### config.mk
export PLATFORM = sky130hd
export DESIGN_NAME = obj_scan_flat
export DESIGN_NICKNAME = d
export VERILOG_FILES = /design/src/obj_pkg.sv /design/src/obj_req_if.sv /design/src/obj_scan.sv /design/src/flat_wrapper.sv
export SDC_FILE = /design/constraint.sdc
export NUM_CORES = 1
export LEC_CHECK = 0
export BUFFER_PORTS_ARGS = -buffer_cell sky130_fd_sc_hd__buf_2
export CAP_MARGIN = 20
export CORE_ASPECT_RATIO = 0.9
export CORE_MARGIN = 4
export CORE_UTILIZATION = 35
export DETAILED_ROUTE_END_ITERATION = 6
export PLACE_DENSITY_LB_ADDON = 0.1
export SLEW_MARGIN = 20
export SYNTH_ARGS = -nofsm -noshare
export SYNTH_HDL_FRONTEND = slang
export SYNTH_SLANG_ARGS = --single-unit
### constraint.sdc
create_clock -name clk -period 6 [get_ports clk]
set_input_delay 0.9 -clock clk [delete_from_list [all_inputs] [get_ports clk]]
set_output_delay 0.9 -clock clk [all_outputs]
set_load 0.01 [all_outputs]
### src/obj_pkg.sv
package obj_pkg;

    typedef logic [3:0]  pxl_t;       // Colour index, 15 is see-through
    typedef logic [11:0] buf_pxl_t;   // prio(2) pal(6) colour(4)
    typedef logic [19:0] rom_addr_t;  // bank(4) word offset(16)
    typedef logic [15:0] rom_word_t;  // Four packed pixels
    typedef logic [8:0]  hpos_t;
    typedef logic [8:0]  vpos_t;

    // Eleven fields, 70 bits in all
    localparam int ATTR_W = 70;
    typedef logic [ATTR_W-1:0] obj_attr_t;

    localparam int ATTR_TOP_LSB    = 0;   // 9 bits, first line
    localparam int ATTR_BOTTOM_LSB = 9;   // 9 bits, last line
    localparam int ATTR_X_LSB      = 18;  // 9 bits
    localparam int ATTR_OFFSET_LSB = 27;  // 16 bits, word offset of row 0
    localparam int ATTR_PITCH_LSB  = 43;  // 8 bits, words per row
    localparam int ATTR_BANK_LSB   = 51;  // 4 bits
    localparam int ATTR_PRIO_LSB   = 55;  // 2 bits
    localparam int ATTR_PAL_LSB    = 57;  // 6 bits
    localparam int ATTR_HZOOM_LSB  = 63;  // 5 bits, 0 is full width
    localparam int ATTR_HFLIP_LSB  = 68;
    localparam int ATTR_EN_LSB     = 69;

    localparam pxl_t     PXL_TRANSP = 4'hf;
    localparam buf_pxl_t BUF_BLANK  = {8'h00, PXL_TRANSP};  // Cleared entry

    typedef enum logic [2:0] {
        S_IDLE, S_READ, S_CHECK, S_ISSUE, S_WAIT
    } scan_state_t;

    typedef enum logic [1:0] {
        D_IDLE, D_FETCH, D_DRAW
    } draw_state_t;

endpackage

### src/obj_req_if.sv
`timescale 1ns/1ps

// One sprite row handed from the scanner to the drawer
interface obj_req_if
    import obj_pkg::*;
();
    logic        start;   // One-cycle pulse, fields valid with it
    hpos_t       xpos;
    logic [15:0] offset;  // First word of the row
    logic [3:0]  bank;
    logic [1:0]  prio;
    logic [5:0]  pal;
    logic [4:0]  hzoom;
    logic        hflip;
    logic        busy;    // Drawer still on a row

    modport scan (
        output start, xpos, offset, bank, prio, pal, hzoom, hflip,
        input  busy
    );

    modport draw (
        input  start, xpos, offset, bank, prio, pal, hzoom, hflip,
        output busy
    );

endinterface

### src/obj_scan.sv
`timescale 1ns/1ps

module obj_scan
    import obj_pkg::*;
#(
    parameter int OBJ_COUNT = 16
) (
    input  logic                         clk,
    input  logic                         rst,
    input  logic                         hstart,
    input  vpos_t                        vpos,
    input  logic                         tbl_we,
    input  logic [$clog2(OBJ_COUNT)-1:0] tbl_addr,
    input  obj_attr_t                    tbl_data,
    output logic                         scan_done,
    obj_req_if.scan                      req
);

    localparam int IDX_W = $clog2(OBJ_COUNT);

    obj_attr_t        tbl [OBJ_COUNT];   // Attribute table
    obj_attr_t        attr;              // Entry read, valid from CHECK on
    logic [IDX_W-1:0] idx;
    vpos_t            line;              // Line being prepared
    scan_state_t      state;
    logic             hit;
    vpos_t            row;               // Row of the sprite on this line
    logic             issue;

    vpos_t       a_top;
    vpos_t       a_bottom;
    hpos_t       a_xpos;
    logic [15:0] a_ofs;
    logic [7:0]  a_pitch;
    logic [3:0]  a_bank;
    logic [1:0]  a_prio;
    logic [5:0]  a_pal;
    logic [4:0]  a_hzoom;
    logic        a_hflip;
    logic        a_en;
    logic [16:0] row_ofs;

    // Field views
    assign a_top    = attr[ATTR_TOP_LSB +: 9];
    assign a_bottom = attr[ATTR_BOTTOM_LSB +: 9];
    assign a_xpos   = attr[ATTR_X_LSB +: 9];
    assign a_ofs    = attr[ATTR_OFFSET_LSB +: 16];
    assign a_pitch  = attr[ATTR_PITCH_LSB +: 8];
    assign a_bank   = attr[ATTR_BANK_LSB +: 4];
    assign a_prio   = attr[ATTR_PRIO_LSB +: 2];
    assign a_pal    = attr[ATTR_PAL_LSB +: 6];
    assign a_hzoom  = attr[ATTR_HZOOM_LSB +: 5];
    assign a_hflip  = attr[ATTR_HFLIP_LSB];
    assign a_en     = attr[ATTR_EN_LSB];

    assign row_ofs = row * a_pitch;  // Words skipped to reach this row

    // Hand over only once the drawer is free
    assign issue = !hstart && (state == S_ISSUE || state == S_WAIT) && hit && !req.busy;

    // Table RAM, CPU writes and scanner reads
    always_ff @(posedge clk) begin
        if (tbl_we) begin
            tbl[tbl_addr] <= tbl_data;
        end
        attr <= tbl[idx];
    end

    always_ff @(posedge clk or posedge rst) begin
        if (rst) begin
            state     <= S_IDLE;
            idx       <= '0;
            line      <= '0;
            hit       <= 1'b0;
            row       <= '0;
            scan_done <= 1'b0;
            req.start <= 1'b0;
        end else begin
            req.start <= issue;
            if (hstart) begin
                state     <= S_READ;  // Restart at entry 0
                idx       <= '0;
                line      <= vpos;
                scan_done <= 1'b0;
            end else begin
                case (state)
                    S_READ: state <= S_CHECK;  // RAM data next cycle
                    S_CHECK: begin
                        hit   <= a_en && (a_top <= line) && (line <= a_bottom);
                        row   <= line - a_top;
                        state <= S_ISSUE;
                    end
                    S_ISSUE, S_WAIT: begin
                        if (hit && req.busy) begin
                            state <= S_WAIT;   // Previous row not done
                        end else begin
                            idx <= idx + 1'b1;
                            if (&idx) begin
                                state     <= S_IDLE;
                                scan_done <= 1'b1;
                            end else begin
                                state <= S_READ;
                            end
                        end
                    end
                    default: state <= S_IDLE;
                endcase
            end
        end
    end

    // Request fields
    always_ff @(posedge clk) begin
        if (issue) begin
            req.xpos   <= a_xpos;
            req.offset <= a_ofs + row_ofs[15:0];
            req.bank   <= a_bank;
            req.prio   <= a_prio;
            req.pal    <= a_pal;
            req.hzoom  <= a_hzoom;
            req.hflip  <= a_hflip;
        end
    end

    // Drawer must be free whenever a new row is handed over
    assert property (@(posedge clk) disable iff (rst) req.start |-> !req.busy)
        else $error("obj_scan: start while drawer busy");

endmodule

### src/flat_wrapper.sv
// flat-port wrapper written by rule: the top's interface ports become plain ports
module obj_scan_flat import obj_pkg::*;
#(
    parameter int OBJ_COUNT = 16
)
  (clk, rst, hstart, vpos, tbl_we, tbl_addr, tbl_data, scan_done, req_start, req_xpos, req_offset, req_bank, req_prio, req_pal, req_hzoom, req_hflip, req_busy);
  obj_req_if req_i ();
  input  logic clk;
  input  logic rst;
  input  logic hstart;
  input  vpos_t vpos;
  input  logic tbl_we;
  input  logic [$clog2(OBJ_COUNT)-1:0] tbl_addr;
  input  obj_attr_t tbl_data;
  output logic scan_done;
  output wire logic [$bits(req_i.start)-1:0] req_start;
  output wire logic [$bits(req_i.xpos)-1:0] req_xpos;
  output wire logic [$bits(req_i.offset)-1:0] req_offset;
  output wire logic [$bits(req_i.bank)-1:0] req_bank;
  output wire logic [$bits(req_i.prio)-1:0] req_prio;
  output wire logic [$bits(req_i.pal)-1:0] req_pal;
  output wire logic [$bits(req_i.hzoom)-1:0] req_hzoom;
  output wire logic [$bits(req_i.hflip)-1:0] req_hflip;
  input wire logic [$bits(req_i.busy)-1:0] req_busy;
  assign req_start = req_i.start;
  assign req_xpos = req_i.xpos;
  assign req_offset = req_i.offset;
  assign req_bank = req_i.bank;
  assign req_prio = req_i.prio;
  assign req_pal = req_i.pal;
  assign req_hzoom = req_i.hzoom;
  assign req_hflip = req_i.hflip;
  assign req_i.busy = req_busy;
  obj_scan #(.OBJ_COUNT(OBJ_COUNT)) u_core (.clk(clk), .rst(rst), .hstart(hstart), .vpos(vpos), .tbl_we(tbl_we), .tbl_addr(tbl_addr), .tbl_data(tbl_data), .scan_done(scan_done), .req(req_i));
endmodule
# Word-level counts from Yosys, hierarchy flattened
# Memory sizes are Yosys's and may differ from the RTL's. A register that Yosys moved wholly into a read port is not among the register bits.
# Cells that the tools add are included.
# op_classes
n_addsub,3
reduce_logical,16
n_mul,1
n_mux,13
n_eq_ne,5
bitwise,1
n_lt_le_gt_ge,2
# ops
operator,count
$le A9 B9 Y1,2
$add A16 B16 Y16,1
$mul A9 B8 Y16,1
$mux W4,3
$pmux W3 S3,1
$sub A9 B9 Y9,1
$mux W1,7
$eq A3 B2 Y1 const B,2
$logic_and A1 B1 Y1,6
$mux W3,2
$add A4 B1 Y4 const B,1
$reduce_and A2 Y1,2
$reduce_and A4 Y1,1
$reduce_bool A2 Y1,2
$eq A3 B1 Y1 const B,1
$eq A3 B3 Y1 const B,1
$reduce_and A3 Y1,1
$logic_not A1 Y1,2
$ne A2 B2 Y1 const B,1
$reduce_or A2 Y1,1
$logic_or A1 B1 Y1,1
$not A1 Y1,1
# word_totals
n_memories,1
ramBits,1120
output_inout_bits,45
ff_bits,71
input_bits,88
# memory_table
memory,depth,word_bits,read_ports,rd_ports_with_merged_regs,wr,line_no,rtl
u_core.tbl,16,70,1,1,1,obj_scan.sv:21,obj_attr_t tbl [OBJ_COUNT];

# Longest topological paths before layout
# depth
depth_word,5
ltp_mapped,17

# Least setup slack after synthesis
# Ideal clock, no wire load.
# synth_path
path_kind,input -> register
from,input port tbl_addr[2]
to,"memory u_core.tbl[0][0] (netlist bit), enable pin"
required_time_ps,5415
n_path_buf,0
path_slack_ps,-751
stages,2
t_arrival_ps,6166
path_cell_list,or3b_2 > nor3_1
# synth_lines
element,line_no,rtl
from (decl),flat_wrapper.sv:13,input logic [$clog2(OBJ_COUNT)-1:0] tbl_addr;
to (decl),obj_scan.sv:21,
# No word-level cell before the write port.

# Worst setup path after layout
# layout_path
from,register u_core.row[6]
to,register u_core.req.offset[15] (data pin)
# layout_between
elab_chain_cells,2
# layout_lines
element,line_no,rtl
from (decl),obj_scan.sv:27,vpos_t row;
from (signal assigned),obj_scan.sv:90,row <= line - a_top;
$mul A9 B8 Y16,obj_scan.sv:56,assign row_ofs = row * a_pitch;
$add A16 B16 Y16,obj_scan.sv:116,req.offset <= a_ofs + row_ofs[15:0];
to (signal assigned),obj_scan.sv:116,
to (decl),obj_req_if.sv:18,"output start, xpos, offset, bank, prio, pal, hzoom, hflip,"
# No other way between the ends.
# A chain may end at the register's enable or synchronous reset.

==> reports/metrics.cfg <==
[cts]
clk-insertion-delay-late_ns = 0.75
cts_root_buffer = clkbuf_16
clk_path_buf_depth = 3
cts_sinks = 1261
tritoncts = done
cts_buffers = 134
cts_hold_buf = 0
ctsResizeCount = 0
cts_setup_buffers = 0
path_clk_slew_ns = 0.06
h-tree-depth = 4

[synth]
synth_edf_count = 1163
synth_area_leaders = edfxtp_1 (71%), mux4_2 (14%), dfxtp_1 (2.8%)
syn_area_sq_mm = 0.0493
yosys-top-cells-count = edfxtp_1 (1163), mux4_2 (305), inv_1 (119)
yosysSeqAreaShare_pct = 75.0
ys_ff_latch = 1261
synth_largest_area_cell = edfxtp_1
avgSynthCellArea_sq_um = 22.6
synth.distinct_cells = 50
synthCells = 2182
synth.net_count = 2379
synth-async-reset-ratio_pct = 2.22
yosysTopAreaCellShare_pct = 70.8
yosys_warnings = 0
yosysMostFrequentCell = edfxtp_1
synth_ff_type = edfxtp_1

[floorplan]
die_w_um = 404
start_util_pct = 35.3
core_sq_mm = 0.140
num_rows = 130
dieHeight_um = 364
dieArea_sq_mm = 0.147
io_pins = 133

[sta]
finalCritPeriodShare_pct = 75.4
slew_headroom_pct = 32.5
drv_slew = 0
fin_crit_ns = 4.53
fmax_mhz = 221
fin_ws_ns = 1.47
setup_violations = 0
tns_ns = 0
tightest_slew_ns = 1.01
rsz0062_at_grt = no
fin_skew_ns = 0.0309
final_hold_viol_count = 0

[placed_design]
dp_worst_setup_slack_ns = 1.45
place.gp.congestion = 0.761
dp_hpwl_mm = 59.4
dp_cells = 4115
dpl_cell_area_sq_mm = 0.0525
portBuffers = 132

[grt]
antenna_found_initial = 30
grt_start_max_net_pins = 121
grt-ovfl-total = 0
grtUsageTotal_pct = 16.1
first_global_vias = 24037
grt_pass1_wl_mm = 171

[critical_path]
r2r_end = u_core.req.offset[15]$_DFFE_PP_
crit_type = reg -> reg
endpoint = u_core.req.offset[15]$_DFFE_PP_
start_kind = register
arrival_ns = 5.00
regToRegSetupSlack_ns = 1.47
rr_worst_depth = 15
critical-path-max-stage-delay_ns = 0.55
required_ns = 6.48
crit_fanout = 9
cpLargestDelayFamily = adder cells
reg2reg_from = u_core.row[6]$_DFFE_PP0P_
worstPathCellList = nand2_1 -> fa_1 -> inv_1 -> fa_1 -> inv_1 -> fa_1 -> fa_1 -> inv_1 -> ha_1 -> a21oi_1 -> nor2b_1 -> nor3_1 -> o21ai_0 -> a21oi_1 -> xnor2_1
crit_top_cell = fa_1
critPathSlowestCell = dfrtp_1
path_buf_inv = 3
crit_cells = 15
crit_start = u_core.row[6]$_DFFE_PP0P_
end_kind = register

[finish]
regArea_sq_mm = 0.0370
fin_area_sq_mm = 0.0569
drive_gt1_share_pct = 27.8
area_growth_pct = 15.4
multi_input_area_sq_mm = 0.0115
finalNetCount = 2600
nFillCells = 12340
fin_cells = 4369

[routing]
dr.first_iter.drc_count = 1509
vias = 21979
viasPerCell = 5.03
routedWlPerCell_um = 26.8
drt_wl_total_mm = 117
ant_nets = 0
drt-pass1-iter-count = 5
drc = 0

[power]
p_leak_uw = 0.0184
peakVddDrop_uv = 502
pwr-share-comb_pct = 23.7
p_per_area_mw_per_mm2 = 428
p_sw_share_pct = 27.2
power.share.sequential_pct = 42.6
p_clk_share_pct = 33.7
switchingPower_uw = 6640
p_int_uw = 17700

[worst_hold_path]
min-delay-path-class = in -> async

[flow_run]
drv_cap = 0

[run_status]
outcome = finished clean

[registers in the layout (all words and copies together), names as in the netlist]
signal and cells:
u_core.hit 1, u_core.req.hzoom 5, u_core.idx 4, u_core.line 9, u_core.tbl 1120, u_core.req.prio 2
u_core.state 3, u_core.req.bank 4, u_core.req.pal 6, u_core.row 9, u_core.req.start 1, u_core.req.hflip 1
u_core.scan_done 1, u_core.req.xpos 9, u_core.req.offset 16, u_core.attr 70
[metal layers]
layer / GRT usage [%] / vias to the layer above / share of wire, %
li1: - / 9429 / -
met1: 22.0 / 11917 / 45
met2: 26.7 / 427 / 49
met3: 3.20 / 192 / 4.3
met4: 4.33 / 14 / 2.1
met5: 0 / - / 0.068
[final cells by class]
| class | count | area share (%) |
|---|---|---|
| Timing Repair Buffer | 173 | 2.12 |
| Antenna cell | 10 | 0.0440 |
| Tap cell | 1848 | 4.06 |
| Multi-Input combinational cell | 714 | 20.2 |
| Clock buffer | 194 | 6.65 |
| Sequential cell | 1261 | 65.1 |
| Inverter | 119 | 0.785 |
| Clock inverter | 50 | 1.07 |
[power groups by stage]
| stage | logic (uW) | registers [uW] | clock network, uW |
|---|---|---|---|
| final | 5770 | 10400 | 8220 |
| after global routing | 6730 | 10400 | 8900 |
| after CTS | 5910 | 10400 | 8500 |
| after detailed placement | 5860 | 10600 | 0 |
| after global placement | 5870 | 10600 | 0 |
| after floorplan | 4590 | 10400 | 0 |
[per-stage QoR]
step / hold slack, ns / util [%] / total power [uW]
2_1_floorplan: 0.386 / - / 15000
3_3_place_gp: 0.390 / 37.5 / 16400
3_5_place_dp: 0.390 / 37.5 / 16400
4_1_cts: 0.205 / 40.7 / 24800
5_1_grt: 0.255 / 40.7 / 26100
6_report: 0.254 / 40.7 / 24400
[layout by cell type, fill, tap and decap left out, drive strengths merged, types with 2 or more instances in the layout]
master and count:
fa 57, mux2 7, nand2b 7, a21boi 2
o211ai 2, o21a 2, nand2 50, and4 2
clkinv 31, nor2b 5, mux4 350, mux2i 2
nand3b 2, dfxtp 70, a21oi 16, a21o 6
o21ai 18, o31ai 3, a31oi 3, a211oi 3
xor2 9, diode 10, clkbuf 194, nor2 24
bufinv 12, and2 42, xnor2 15, ha 52
nor3b 2, dfrtp 28, o21bai 5, buf 173
or3 2, inv 125, edfxtp 1163, nand3 6
nor3 8, nand4 3
[worst reg2reg max path, stage by stage (launching register included)]
cell and delay (ns):
dfrtp_1 0.55, nand2_1 0.14, fa_1 0.52, inv_1 0.05
fa_1 0.54, inv_1 0.07, fa_1 0.44, fa_1 0.52
inv_1 0.04, ha_1 0.33, a21oi_1 0.17, nor2b_1 0.07
nor3_1 0.40, o21ai_0 0.17, a21oi_1 0.19, xnor2_1 0.07
[worst min-delay path by stage]
stage                               endpoint  slack, ns  cells past startpoint
6_report          u_core.req.start$_DFF_PP0_       0.25                      3
5_1_grt           u_core.req.start$_DFF_PP0_       0.25                      3
4_1_cts           u_core.req.start$_DFF_PP0_       0.21                      3
3_5_place_dp   u_core.req.hzoom[3]$_DFFE_PP_       0.39                      0
3_3_place_gp    u_core.req.xpos[8]$_DFFE_PP_       0.39                      0
2_1_floorplan   u_core.req.bank[0]$_DFFE_PP_       0.39                      0
[logic make-up after synthesis]
group,synth area share (%)
simple gates,1.62
buf+inv,1.93
xor+xnor,0.426
flops,75.0
compound gates,0.824
mux,16.5
fa+ha+maj,3.63
Power figures use the tool's default switching activity.
