File: config.mk
export PLATFORM = sky130hd
export DESIGN_NAME = obj_draw_flat
export DESIGN_NICKNAME = d
export VERILOG_FILES = /design/src/obj_pkg.sv /design/src/obj_req_if.sv /design/src/obj_draw.sv /design/src/flat_wrapper.sv
export SDC_FILE = /design/constraint.sdc
export NUM_CORES = 1
export LEC_CHECK = 0
export ABC_CLOCK_PERIOD_IN_PS = 3200
export BUFFER_PORTS_ARGS = -buffer_cell sky130_fd_sc_hd__buf_2
export CORE_MARGIN = 5
export CORE_UTILIZATION = 53
export DETAILED_ROUTE_END_ITERATION = 10
export HOLD_SLACK_MARGIN = 0.02
export PLACE_DENSITY = 0.92
export SYNTH_ARGS = -nofsm -noshare
export SYNTH_HDL_FRONTEND = slang
export SYNTH_SLANG_ARGS = --single-unit
File: constraint.sdc
create_clock -name clk -period 3.2 [get_ports clk]
set_clock_uncertainty 0.1 [all_clocks]
set_input_delay 0.16 -clock clk [delete_from_list [all_inputs] [get_ports clk]]
set_output_delay 0.16 -clock clk [all_outputs]
set_load 0.05 [all_outputs]
File: src/obj_pkg.sv
package obj_pkg;

    typedef logic [3:0]  pxl_t;       // Colour index, 15 is see-through
    typedef logic [11:0] buf_pxl_t;   // prio(2) pal(6) colour(4)
    typedef logic [19:0] rom_addr_t;  // bank(4) word offset(16)
    typedef logic [15:0] rom_word_t;  // Four packed pixels
    typedef logic [8:0]  hpos_t;
    typedef logic [8:0]  vpos_t;

    // Eleven fields, 70 bits in all
    localparam int ATTR_W = 70;
    typedef logic [ATTR_W-1:0] obj_attr_t;

    localparam int ATTR_TOP_LSB    = 0;   // 9 bits, first line
    localparam int ATTR_BOTTOM_LSB = 9;   // 9 bits, last line
    localparam int ATTR_X_LSB      = 18;  // 9 bits
    localparam int ATTR_OFFSET_LSB = 27;  // 16 bits, word offset of row 0
    localparam int ATTR_PITCH_LSB  = 43;  // 8 bits, words per row
    localparam int ATTR_BANK_LSB   = 51;  // 4 bits
    localparam int ATTR_PRIO_LSB   = 55;  // 2 bits
    localparam int ATTR_PAL_LSB    = 57;  // 6 bits
    localparam int ATTR_HZOOM_LSB  = 63;  // 5 bits, 0 is full width
    localparam int ATTR_HFLIP_LSB  = 68;
    localparam int ATTR_EN_LSB     = 69;

    localparam pxl_t     PXL_TRANSP = 4'hf;
    localparam buf_pxl_t BUF_BLANK  = {8'h00, PXL_TRANSP};  // Cleared entry

    typedef enum logic [2:0] {
        S_IDLE, S_READ, S_CHECK, S_ISSUE, S_WAIT
    } scan_state_t;

    typedef enum logic [1:0] {
        D_IDLE, D_FETCH, D_DRAW
    } draw_state_t;

endpackage

File: src/obj_req_if.sv
`timescale 1ns/1ps

// One sprite row handed from the scanner to the drawer
interface obj_req_if
    import obj_pkg::*;
();
    logic        start;   // One-cycle pulse, fields valid with it
    hpos_t       xpos;
    logic [15:0] offset;  // First word of the row
    logic [3:0]  bank;
    logic [1:0]  prio;
    logic [5:0]  pal;
    logic [4:0]  hzoom;
    logic        hflip;
    logic        busy;    // Drawer still on a row

    modport scan (
        output start, xpos, offset, bank, prio, pal, hzoom, hflip,
        input  busy
    );

    modport draw (
        input  start, xpos, offset, bank, prio, pal, hzoom, hflip,
        output busy
    );

endinterface

File: src/obj_draw.sv
`timescale 1ns/1ps

module obj_draw
    import obj_pkg::*;
(
    input  logic      clk,
    input  logic      rst,
    input  logic      hstart,
    obj_req_if.draw   req,
    output logic      wb_cyc,
    output logic      wb_stb,
    output rom_addr_t wb_adr,
    input  rom_word_t wb_dat,
    input  logic      wb_ack,
    output logic      bf_we,
    output hpos_t     bf_addr,
    output buf_pxl_t  bf_data
);

    draw_state_t state;
    logic [15:0] cur;       // Word offset being fetched
    rom_word_t   pxl_data;  // Shifts one pixel per draw cycle
    logic [1:0]  cnt;       // Pixel within word
    logic [3:0]  bank;
    logic [1:0]  prio;
    logic [5:0]  pal;
    logic [4:0]  hzoom;
    logic        hflip;
    logic [5:0]  hzacc;     // Shrink accumulator
    logic [6:0]  hzsum;
    logic        hzov;      // Carry drops the pixel
    pxl_t        cur_pxl;
    logic        take;

    // Flipped rows read the word from the low nibble
    assign cur_pxl = hflip ? pxl_data[3:0] : pxl_data[15:12];

    assign hzsum = {1'b0, hzacc} + {2'b00, hzoom};
    assign hzov  = hzsum[6];

    assign wb_adr  = {bank, cur};
    assign bf_we   = (state == D_DRAW) && !hzov && (cur_pxl != PXL_TRANSP);
    assign bf_data = {prio, pal, cur_pxl};

    assign take = (state == D_IDLE) && req.start;

    always_ff @(posedge clk or posedge rst) begin
        if (rst) begin
            state    <= D_IDLE;
            req.busy <= 1'b0;
            wb_cyc   <= 1'b0;
            wb_stb   <= 1'b0;
            cnt      <= '0;
        end else if (hstart) begin
            // Line over, drop whatever is in flight
            state    <= D_IDLE;
            req.busy <= 1'b0;
            wb_cyc   <= 1'b0;
            wb_stb   <= 1'b0;
        end else begin
            case (state)
                D_IDLE: begin
                    if (req.start) begin
                        state    <= D_FETCH;
                        req.busy <= 1'b1;
                        wb_cyc   <= 1'b1;  // First request next cycle
                        wb_stb   <= 1'b1;
                    end
                end
                D_FETCH: begin
                    if (wb_ack) begin
                        state  <= D_DRAW;
                        wb_cyc <= 1'b0;
                        wb_stb <= 1'b0;
                        cnt    <= '0;
                    end
                end
                D_DRAW: begin
                    cnt <= cnt + 1'b1;
                    if (cnt == 2'd3) begin
                        if (cur_pxl == PXL_TRANSP) begin
                            state    <= D_IDLE;  // End marker reached
                            req.busy <= 1'b0;
                        end else begin
                            state  <= D_FETCH;
                            wb_cyc <= 1'b1;
                            wb_stb <= 1'b1;
                        end
                    end
                end
                default: state <= D_IDLE;
            endcase
        end
    end

    // Row data path
    always_ff @(posedge clk) begin
        if (take) begin
            cur     <= req.offset;
            bank    <= req.bank;
            prio    <= req.prio;
            pal     <= req.pal;
            hzoom   <= req.hzoom;
            hflip   <= req.hflip;
            hzacc   <= {req.hzoom[3:0], 2'b00};  // hzoom times 4
            bf_addr <= req.xpos;
        end else if (state == D_FETCH && wb_ack) begin
            pxl_data <= wb_dat;
        end else if (state == D_DRAW) begin
            pxl_data <= hflip ? pxl_data >> 4 : pxl_data << 4;
            hzacc    <= hzsum[5:0];
            if (!hzov) begin
                bf_addr <= bf_addr + 1'b1;  // Transparent still moves on
            end
            if (cnt == 2'd3) begin
                cur <= hflip ? cur - 1'b1 : cur + 1'b1;
            end
        end
    end

    assert property (@(posedge clk) disable iff (rst) wb_stb |-> wb_cyc)
        else $error("obj_draw: stb without cyc");

    // Request held with a steady address until acknowledged
    assert property (@(posedge clk) disable iff (rst)
        wb_stb && !wb_ack && !hstart |=> wb_stb && $stable(wb_adr))
        else $error("obj_draw: request changed before ack");

    assert property (@(posedge clk) disable iff (rst) bf_we |-> bf_data[3:0] != PXL_TRANSP)
        else $error("obj_draw: transparent pixel written");

endmodule

File: src/flat_wrapper.sv
// flat-port wrapper written by rule: the top's interface ports become plain ports
module obj_draw_flat import obj_pkg::*;
  (clk, rst, hstart, wb_cyc, wb_stb, wb_adr, wb_dat, wb_ack, bf_we, bf_addr, bf_data, req_start, req_xpos, req_offset, req_bank, req_prio, req_pal, req_hzoom, req_hflip, req_busy);
  obj_req_if req_i ();
  input  logic clk;
  input  logic rst;
  input  logic hstart;
  output logic wb_cyc;
  output logic wb_stb;
  output rom_addr_t wb_adr;
  input  rom_word_t wb_dat;
  input  logic wb_ack;
  output logic bf_we;
  output hpos_t bf_addr;
  output buf_pxl_t bf_data;
  input wire logic [$bits(req_i.start)-1:0] req_start;
  input wire logic [$bits(req_i.xpos)-1:0] req_xpos;
  input wire logic [$bits(req_i.offset)-1:0] req_offset;
  input wire logic [$bits(req_i.bank)-1:0] req_bank;
  input wire logic [$bits(req_i.prio)-1:0] req_prio;
  input wire logic [$bits(req_i.pal)-1:0] req_pal;
  input wire logic [$bits(req_i.hzoom)-1:0] req_hzoom;
  input wire logic [$bits(req_i.hflip)-1:0] req_hflip;
  output wire logic [$bits(req_i.busy)-1:0] req_busy;
  assign req_i.start = req_start;
  assign req_i.xpos = req_xpos;
  assign req_i.offset = req_offset;
  assign req_i.bank = req_bank;
  assign req_i.prio = req_prio;
  assign req_i.pal = req_pal;
  assign req_i.hzoom = req_hzoom;
  assign req_i.hflip = req_hflip;
  assign req_busy = req_i.busy;
  obj_draw u_core (.clk(clk), .rst(rst), .hstart(hstart), .req(req_i), .wb_cyc(wb_cyc), .wb_stb(wb_stb), .wb_adr(wb_adr), .wb_dat(wb_dat), .wb_ack(wb_ack), .bf_we(bf_we), .bf_addr(bf_addr), .bf_data(bf_data));
endmodule
# After elaboration in Yosys (flattened, before gate mapping)
# Index checks and enable logic that the tools add are counted.
# Widths: inputs -> output; s select.
[op_classes]
bitwise_logic = 3
reduce_logical = 21
n_mux = 34
n_addsub = 5
n_eq_ne = 13
[op_table]
columns = ["cell", "count"]
rows = [
  ["$mux 16", 8],
  ["$mux 9", 4],
  ["$mux 6", 3],
  ["$add 16x1->16 const B", 1],
  ["$sub 16x1->16 const B", 1],
  ["$ne 3x3->1 const B", 5],
  ["$reduce_and 3->1", 4],
  ["$mux 2", 5],
  ["$add 9x1->9 const B", 1],
  ["$mux 1", 9],
  ["$reduce_bool 2->1", 4],
  ["$add 6x5->7", 1],
  ["$pmux 2 s3", 1],
  ["$reduce_and 2->1", 3],
  ["$reduce_and 5->1", 1],
  ["$eq 2x2->1 const B", 2],
  ["$eq 4x4->1 const B", 1],
  ["$logic_and 1x1->1", 4],
  ["$mux 4", 1],
  ["$ne 2x2->1 const B", 2],
  ["$ne 4x4->1 const B", 1],
  ["$pmux 2 s2", 1],
  ["$reduce_and 4->1", 1],
  ["$reduce_bool 4->1", 1],
  ["9 further kinds", 11],
]
[word_totals]
reg_bits = 71
output_inout_bits = 45
in_bits = 64

# Longest topological paths before layout
[logic_depth]
depth_word = 6
depth_mapped = 8
depth_no_buf = 8

# Worst setup path after synthesis
# No wires, ideal clock.
[synth_path]
kind = "register -> register"
from = "reg u_core.state[1]"
to = "reg u_core.cur[0], enable pin"
path_stages_with_launch = 7
required_time_ns = 2.689
path_slack_ns = 0.374
synth_period_minus_slack_ns = 2.826
arrival_time_ns = 2.315
n_path_buf = 1
setup_ns = 0.411
cell_sequence = "dfrtp_1 -> inv_1 -> ha_1 -> and2_1 -> clkbuf_1 -> nand2b_1 -> o21ai_0"
[synth_via]
elab_chain_len = 4
word_cells_on_any_way = 9
classes_between = "3 x eq/ne; 6 x reduce/logical"
[synth_lines]
columns = ["item", "line_no", "rtl"]
rows = [
  ["start: declaration", "obj_draw.sv:20", "draw_state_t state;"],
  ["start signal: assignment", "obj_draw.sv:49", "state <= D_IDLE;"],
  ["start signal: assignment", "obj_draw.sv:56", "state <= D_IDLE;"],
  ["start signal: assignment", "obj_draw.sv:64", "state <= D_FETCH;"],
  ["$eq 2x1->1 / $logic_not 2->1 (equally long branches)", "obj_draw.sv:107, obj_draw.sv:45", ""],
  ["$logic_and 1x1->1 (on tied branches)", "obj_draw.sv:107, obj_draw.sv:45", ""],
  ["$ne 2x1->1 (no source line) / $reduce_bool 2->1 (equally long branches)", "--", ""],
  ["$reduce_and 3->1 (no source line) *", "--", ""],
  ["end signal: assignment", "obj_draw.sv:99", "cur <= req.offset;"],
  ["end signal: assignment", "obj_draw.sv:116", "cur <= hflip ? cur - 1'b1 : cur + 1'b1;"],
  ["end: declaration", "obj_draw.sv:21", "logic [15:0] cur;"],
]
# Every way passes the cells marked *; elsewhere a longest branch is shown, timed or not.
# A chain may end at the register's enable or synchronous reset.

# Worst setup path after layout
[layout_path]
from = "reg u_core.hflip"
to = "reg u_core.cur[12], data pin"
[layout_via]
elab_chain_len = 5
[layout_lines]
columns = ["item", "line_no", "rtl"]
rows = [
  ["start: declaration", "obj_draw.sv:28", "logic hflip;"],
  ["start signal: assignment", "obj_draw.sv:104", "hflip <= req.hflip;"],
  ["$mux 16", "obj_draw.sv:116", ""],
  ["$mux 16", "obj_draw.sv:115", "if (cnt == 2'd3) begin"],
  ["$mux 16", "obj_draw.sv:109", "end else if (state == D_DRAW) begin"],
  ["$mux 16", "obj_draw.sv:107", "end else if (state == D_FETCH && wb_ack) begin"],
  ["$mux 16", "obj_draw.sv:98", "if (take) begin"],
]
# Every way passes these cells. The select of a mux whose other input is x is not followed.

==> impl_metrics.tcl <==
set metrics [dict create \
    hold_viol 0 \
    die_area_um2 9650 \
    ff_latch_area_um2 2080 \
    cellLeakagePower_nw 2.33 \
    worst_slew_pin_slew_ns 0.652 \
    slew_headroom 0.566 \
    diodes 0 \
    cts.sinks 71 \
    rsz0062_at_grt "false" \
    area_growth_pct 33.3 \
    vias 3619 \
    finalSetupViolCount 0 \
    post-route-min-period_ns 2.67 \
    grt_pass1_wl_mm 17.3 \
    cp_slowest_cell "edfxtp_1" \
    layout_common_cells "buf_2, nand2_1, edfxtp_1" \
    cp-end-kind "flop" \
    grt_pass1_vias 3722 \
    drt_iter0_drc 152 \
    pwr_density_cell_nw_per_um2 1020 \
    synthCells 401 \
    ys_seq_elements 71 \
    ys_types 49 \
    cap_violations 0 \
    slew_violations 0 \
    clock.fmax_mhz 375 \
    syn-num-nets 492 \
    h-tree-depth 3 \
    async_reset_ff_frac 0.0845 \
    start_util 0.539 \
    die_h_um 98.2 \
    nFillCells 547 \
    cpPeakStageDelay_ns 0.77 \
    grt_usage 0.219 \
    min_path_type "input pin to flop" \
    cts_tree "yes" \
    rows 32 \
    worstPathCellList "ha_1 -> a21o_1 -> a221oi_4 -> o2111ai_1 -> xnor2_1 -> o21ai_0" \
    cts_resized 0 \
    multi_input_area_um2 1910 \
    crit_required_ns 3.17 \
    post_cts_buffers 0 \
    path_delay_family "compound AO/OA/AOI/OAI gates" \
    clkLatencyLatePin_ns 0.34 \
    arrival_ns 2.64 \
    clk_pin_slew_ns 0.07 \
    synth_ff_type "edfxtp_1" \
    min_period_over_period 0.834 \
    grt_max_degree 35 \
    synth-warning-count 0 \
    ys_seq_area_frac 0.505 \
    die_w_um 98.2 \
    p_total_mw 5.59 \
    netlist_area_um2 4120 \
    cts_root_buffer "clkbuf_8" \
    drive_above_1_share 0.246 \
    cts_buffers 9 \
    setup_tns_ns 0 \
    nNetsFinal 652 \
    status "finished clean" \
    cp_num_buf_inv 0 \
    crit_type "flop to flop" \
    dp_hpwl_mm 7.11 \
    place.gp.congestion 0.892 \
    synth.avg_cell_area_um2 10.3 \
    totalWireLength_mm 10.4 \
    place.port_buffers 108 \
    synth_edf_count 63 \
    path_max_fanout 17 \
    wl_per_cell_um 15.6 \
    antenna_found_initial 0 \
    drc 0 \
    overflow 0 \
    io_pins 109 \
    cp-start-kind "flop" \
    viasPerCell 5.42 \
    drt_first_pass_iters 5 \
    layout_commonest_cell "buf_2" \
    ant_nets 0 \
    core-area_um2 7650 \
    cts_max_path_buffers 2 \
    peakVddDrop_mv 0.435 \
]
==> worst min-delay path, delay by kind of cell <==
| family | cells | cell delay, ns |
|---|---|---|
| AND/OR/NAND/NOR | 1 | 0.03 |
| buffers and inverters | 1 | 0.07 |
| AO/OA/AOI/OAI | 1 | 0.10 |
==> synthesized netlist by cell type (3+ instances only) <==
library cell  count  area, um^2
mux2i_1          12         120
a211o_1           3        26.3
nand2b_1          8        50.1
mux2_2            3        33.8
nor2b_1           4        25.0
edfxtp_1         63        1890
xnor2_1           9        78.8
a21o_1            5        37.5
buf_2             4        20.0
nand2_1          67         251
o21ai_0          39         195
clkbuf_1          7        26.3
nand3_1          13        65.1
a21oi_1          26         130
a22o_1            3        26.3
o211ai_1          5        37.5
nor2_1           29         109
xor2_1           11        96.3
inv_1            16        60.1
dfrtp_1           6         150
buf_1             4        15.0
ha_1             25         313
==> through the flow <==
stage	utilization	hold slack, ns	setup WS (ns)	instances	instance area (um^2)
after detailed placement	0.625	-0.00811	0.545	602	4780
after floorplan	-	-0.149	0.374	401	4120
after CTS	0.719	0.0227	0.518	668	5500
final	0.719	0.0412	0.531	668	5500
after global routing	0.719	0.0514	0.384	668	5500
after global placement	0.625	-0.0121	0.637	602	4780
==> repair_timing <==
item	CTS	global route
hold endpoints to repair	60	0
hold buffers	50	0
setup endpoints to repair	0	0
==> worst paths after layout <==
check                          startpoint               to  slack, ns  cells past startpoint
max                          u_core.hflip   u_core.cur[12]       0.53                      6
min                        req_offset[10]   u_core.cur[10]       0.04                      3
max reg2reg                  u_core.hflip   u_core.cur[12]       0.53                      6
min reg2reg                 u_core.cnt[0]    u_core.cnt[0]       0.40                      1
max in group asynchronous             rst    u_core.cnt[1]       2.62                      3
min in group asynchronous             rst  u_core.req.busy       0.17                      3
==> state kept, by name, indices dropped and copies added (netlist names) <==
signal and cells:
u_core.hzacc 6, u_core.cnt 2, u_core.prio 2, u_core.bank 4
u_core.bf_addr 9, u_core.hflip 1, u_core.hzoom 5, u_core.cur 16
u_core.state 2, u_core.pal 6, u_core.wb_cyc 1, u_core.pxl_data 16
u_core.req.busy 1
==> metal layers <==
metal,share of wire,vias to the layer above,global-route usage
met3,0.085,17,0.0507
met4,0.016,0,0.0777
met5,0,-,0
met2,0.51,160,0.391
li1,-,1764,-
met1,0.39,1678,0.258
==> cell families (layout without fill, tap and decap cells) <==
family                   Yosys count  in the layout  share of synthesized area
AO/OA/AOI/OAI                    103            103                      0.157
XOR/XNOR                          20             20                     0.0425
adder cells (fa/ha/maj)           27             27                     0.0856
buffers and inverters             32            197                     0.0313
flip-flops                        71             71                      0.505
multiplexers                      15             15                     0.0373
AND/OR/NAND/NOR                  133            133                      0.142
==> final cells by class <==
class                      instances  share of cell area
timing repair buffer             165               0.199
clock inverter                     6              0.0168
tap                              102              0.0232
clock buffer                      10              0.0232
sequential                        71               0.379
inverter                          16              0.0109
multi-input combinational        298               0.348
==> power breakdown <==
part / internal, mW / total (mW) / switching [mW]
Combinational: 1.02 / 3.08 / 2.06
Sequential: 1.50 / 1.73 / 0.230
Clock: 0.443 / 0.784 / 0.342
No activity file was read; power rests on OpenSTA's default activity.
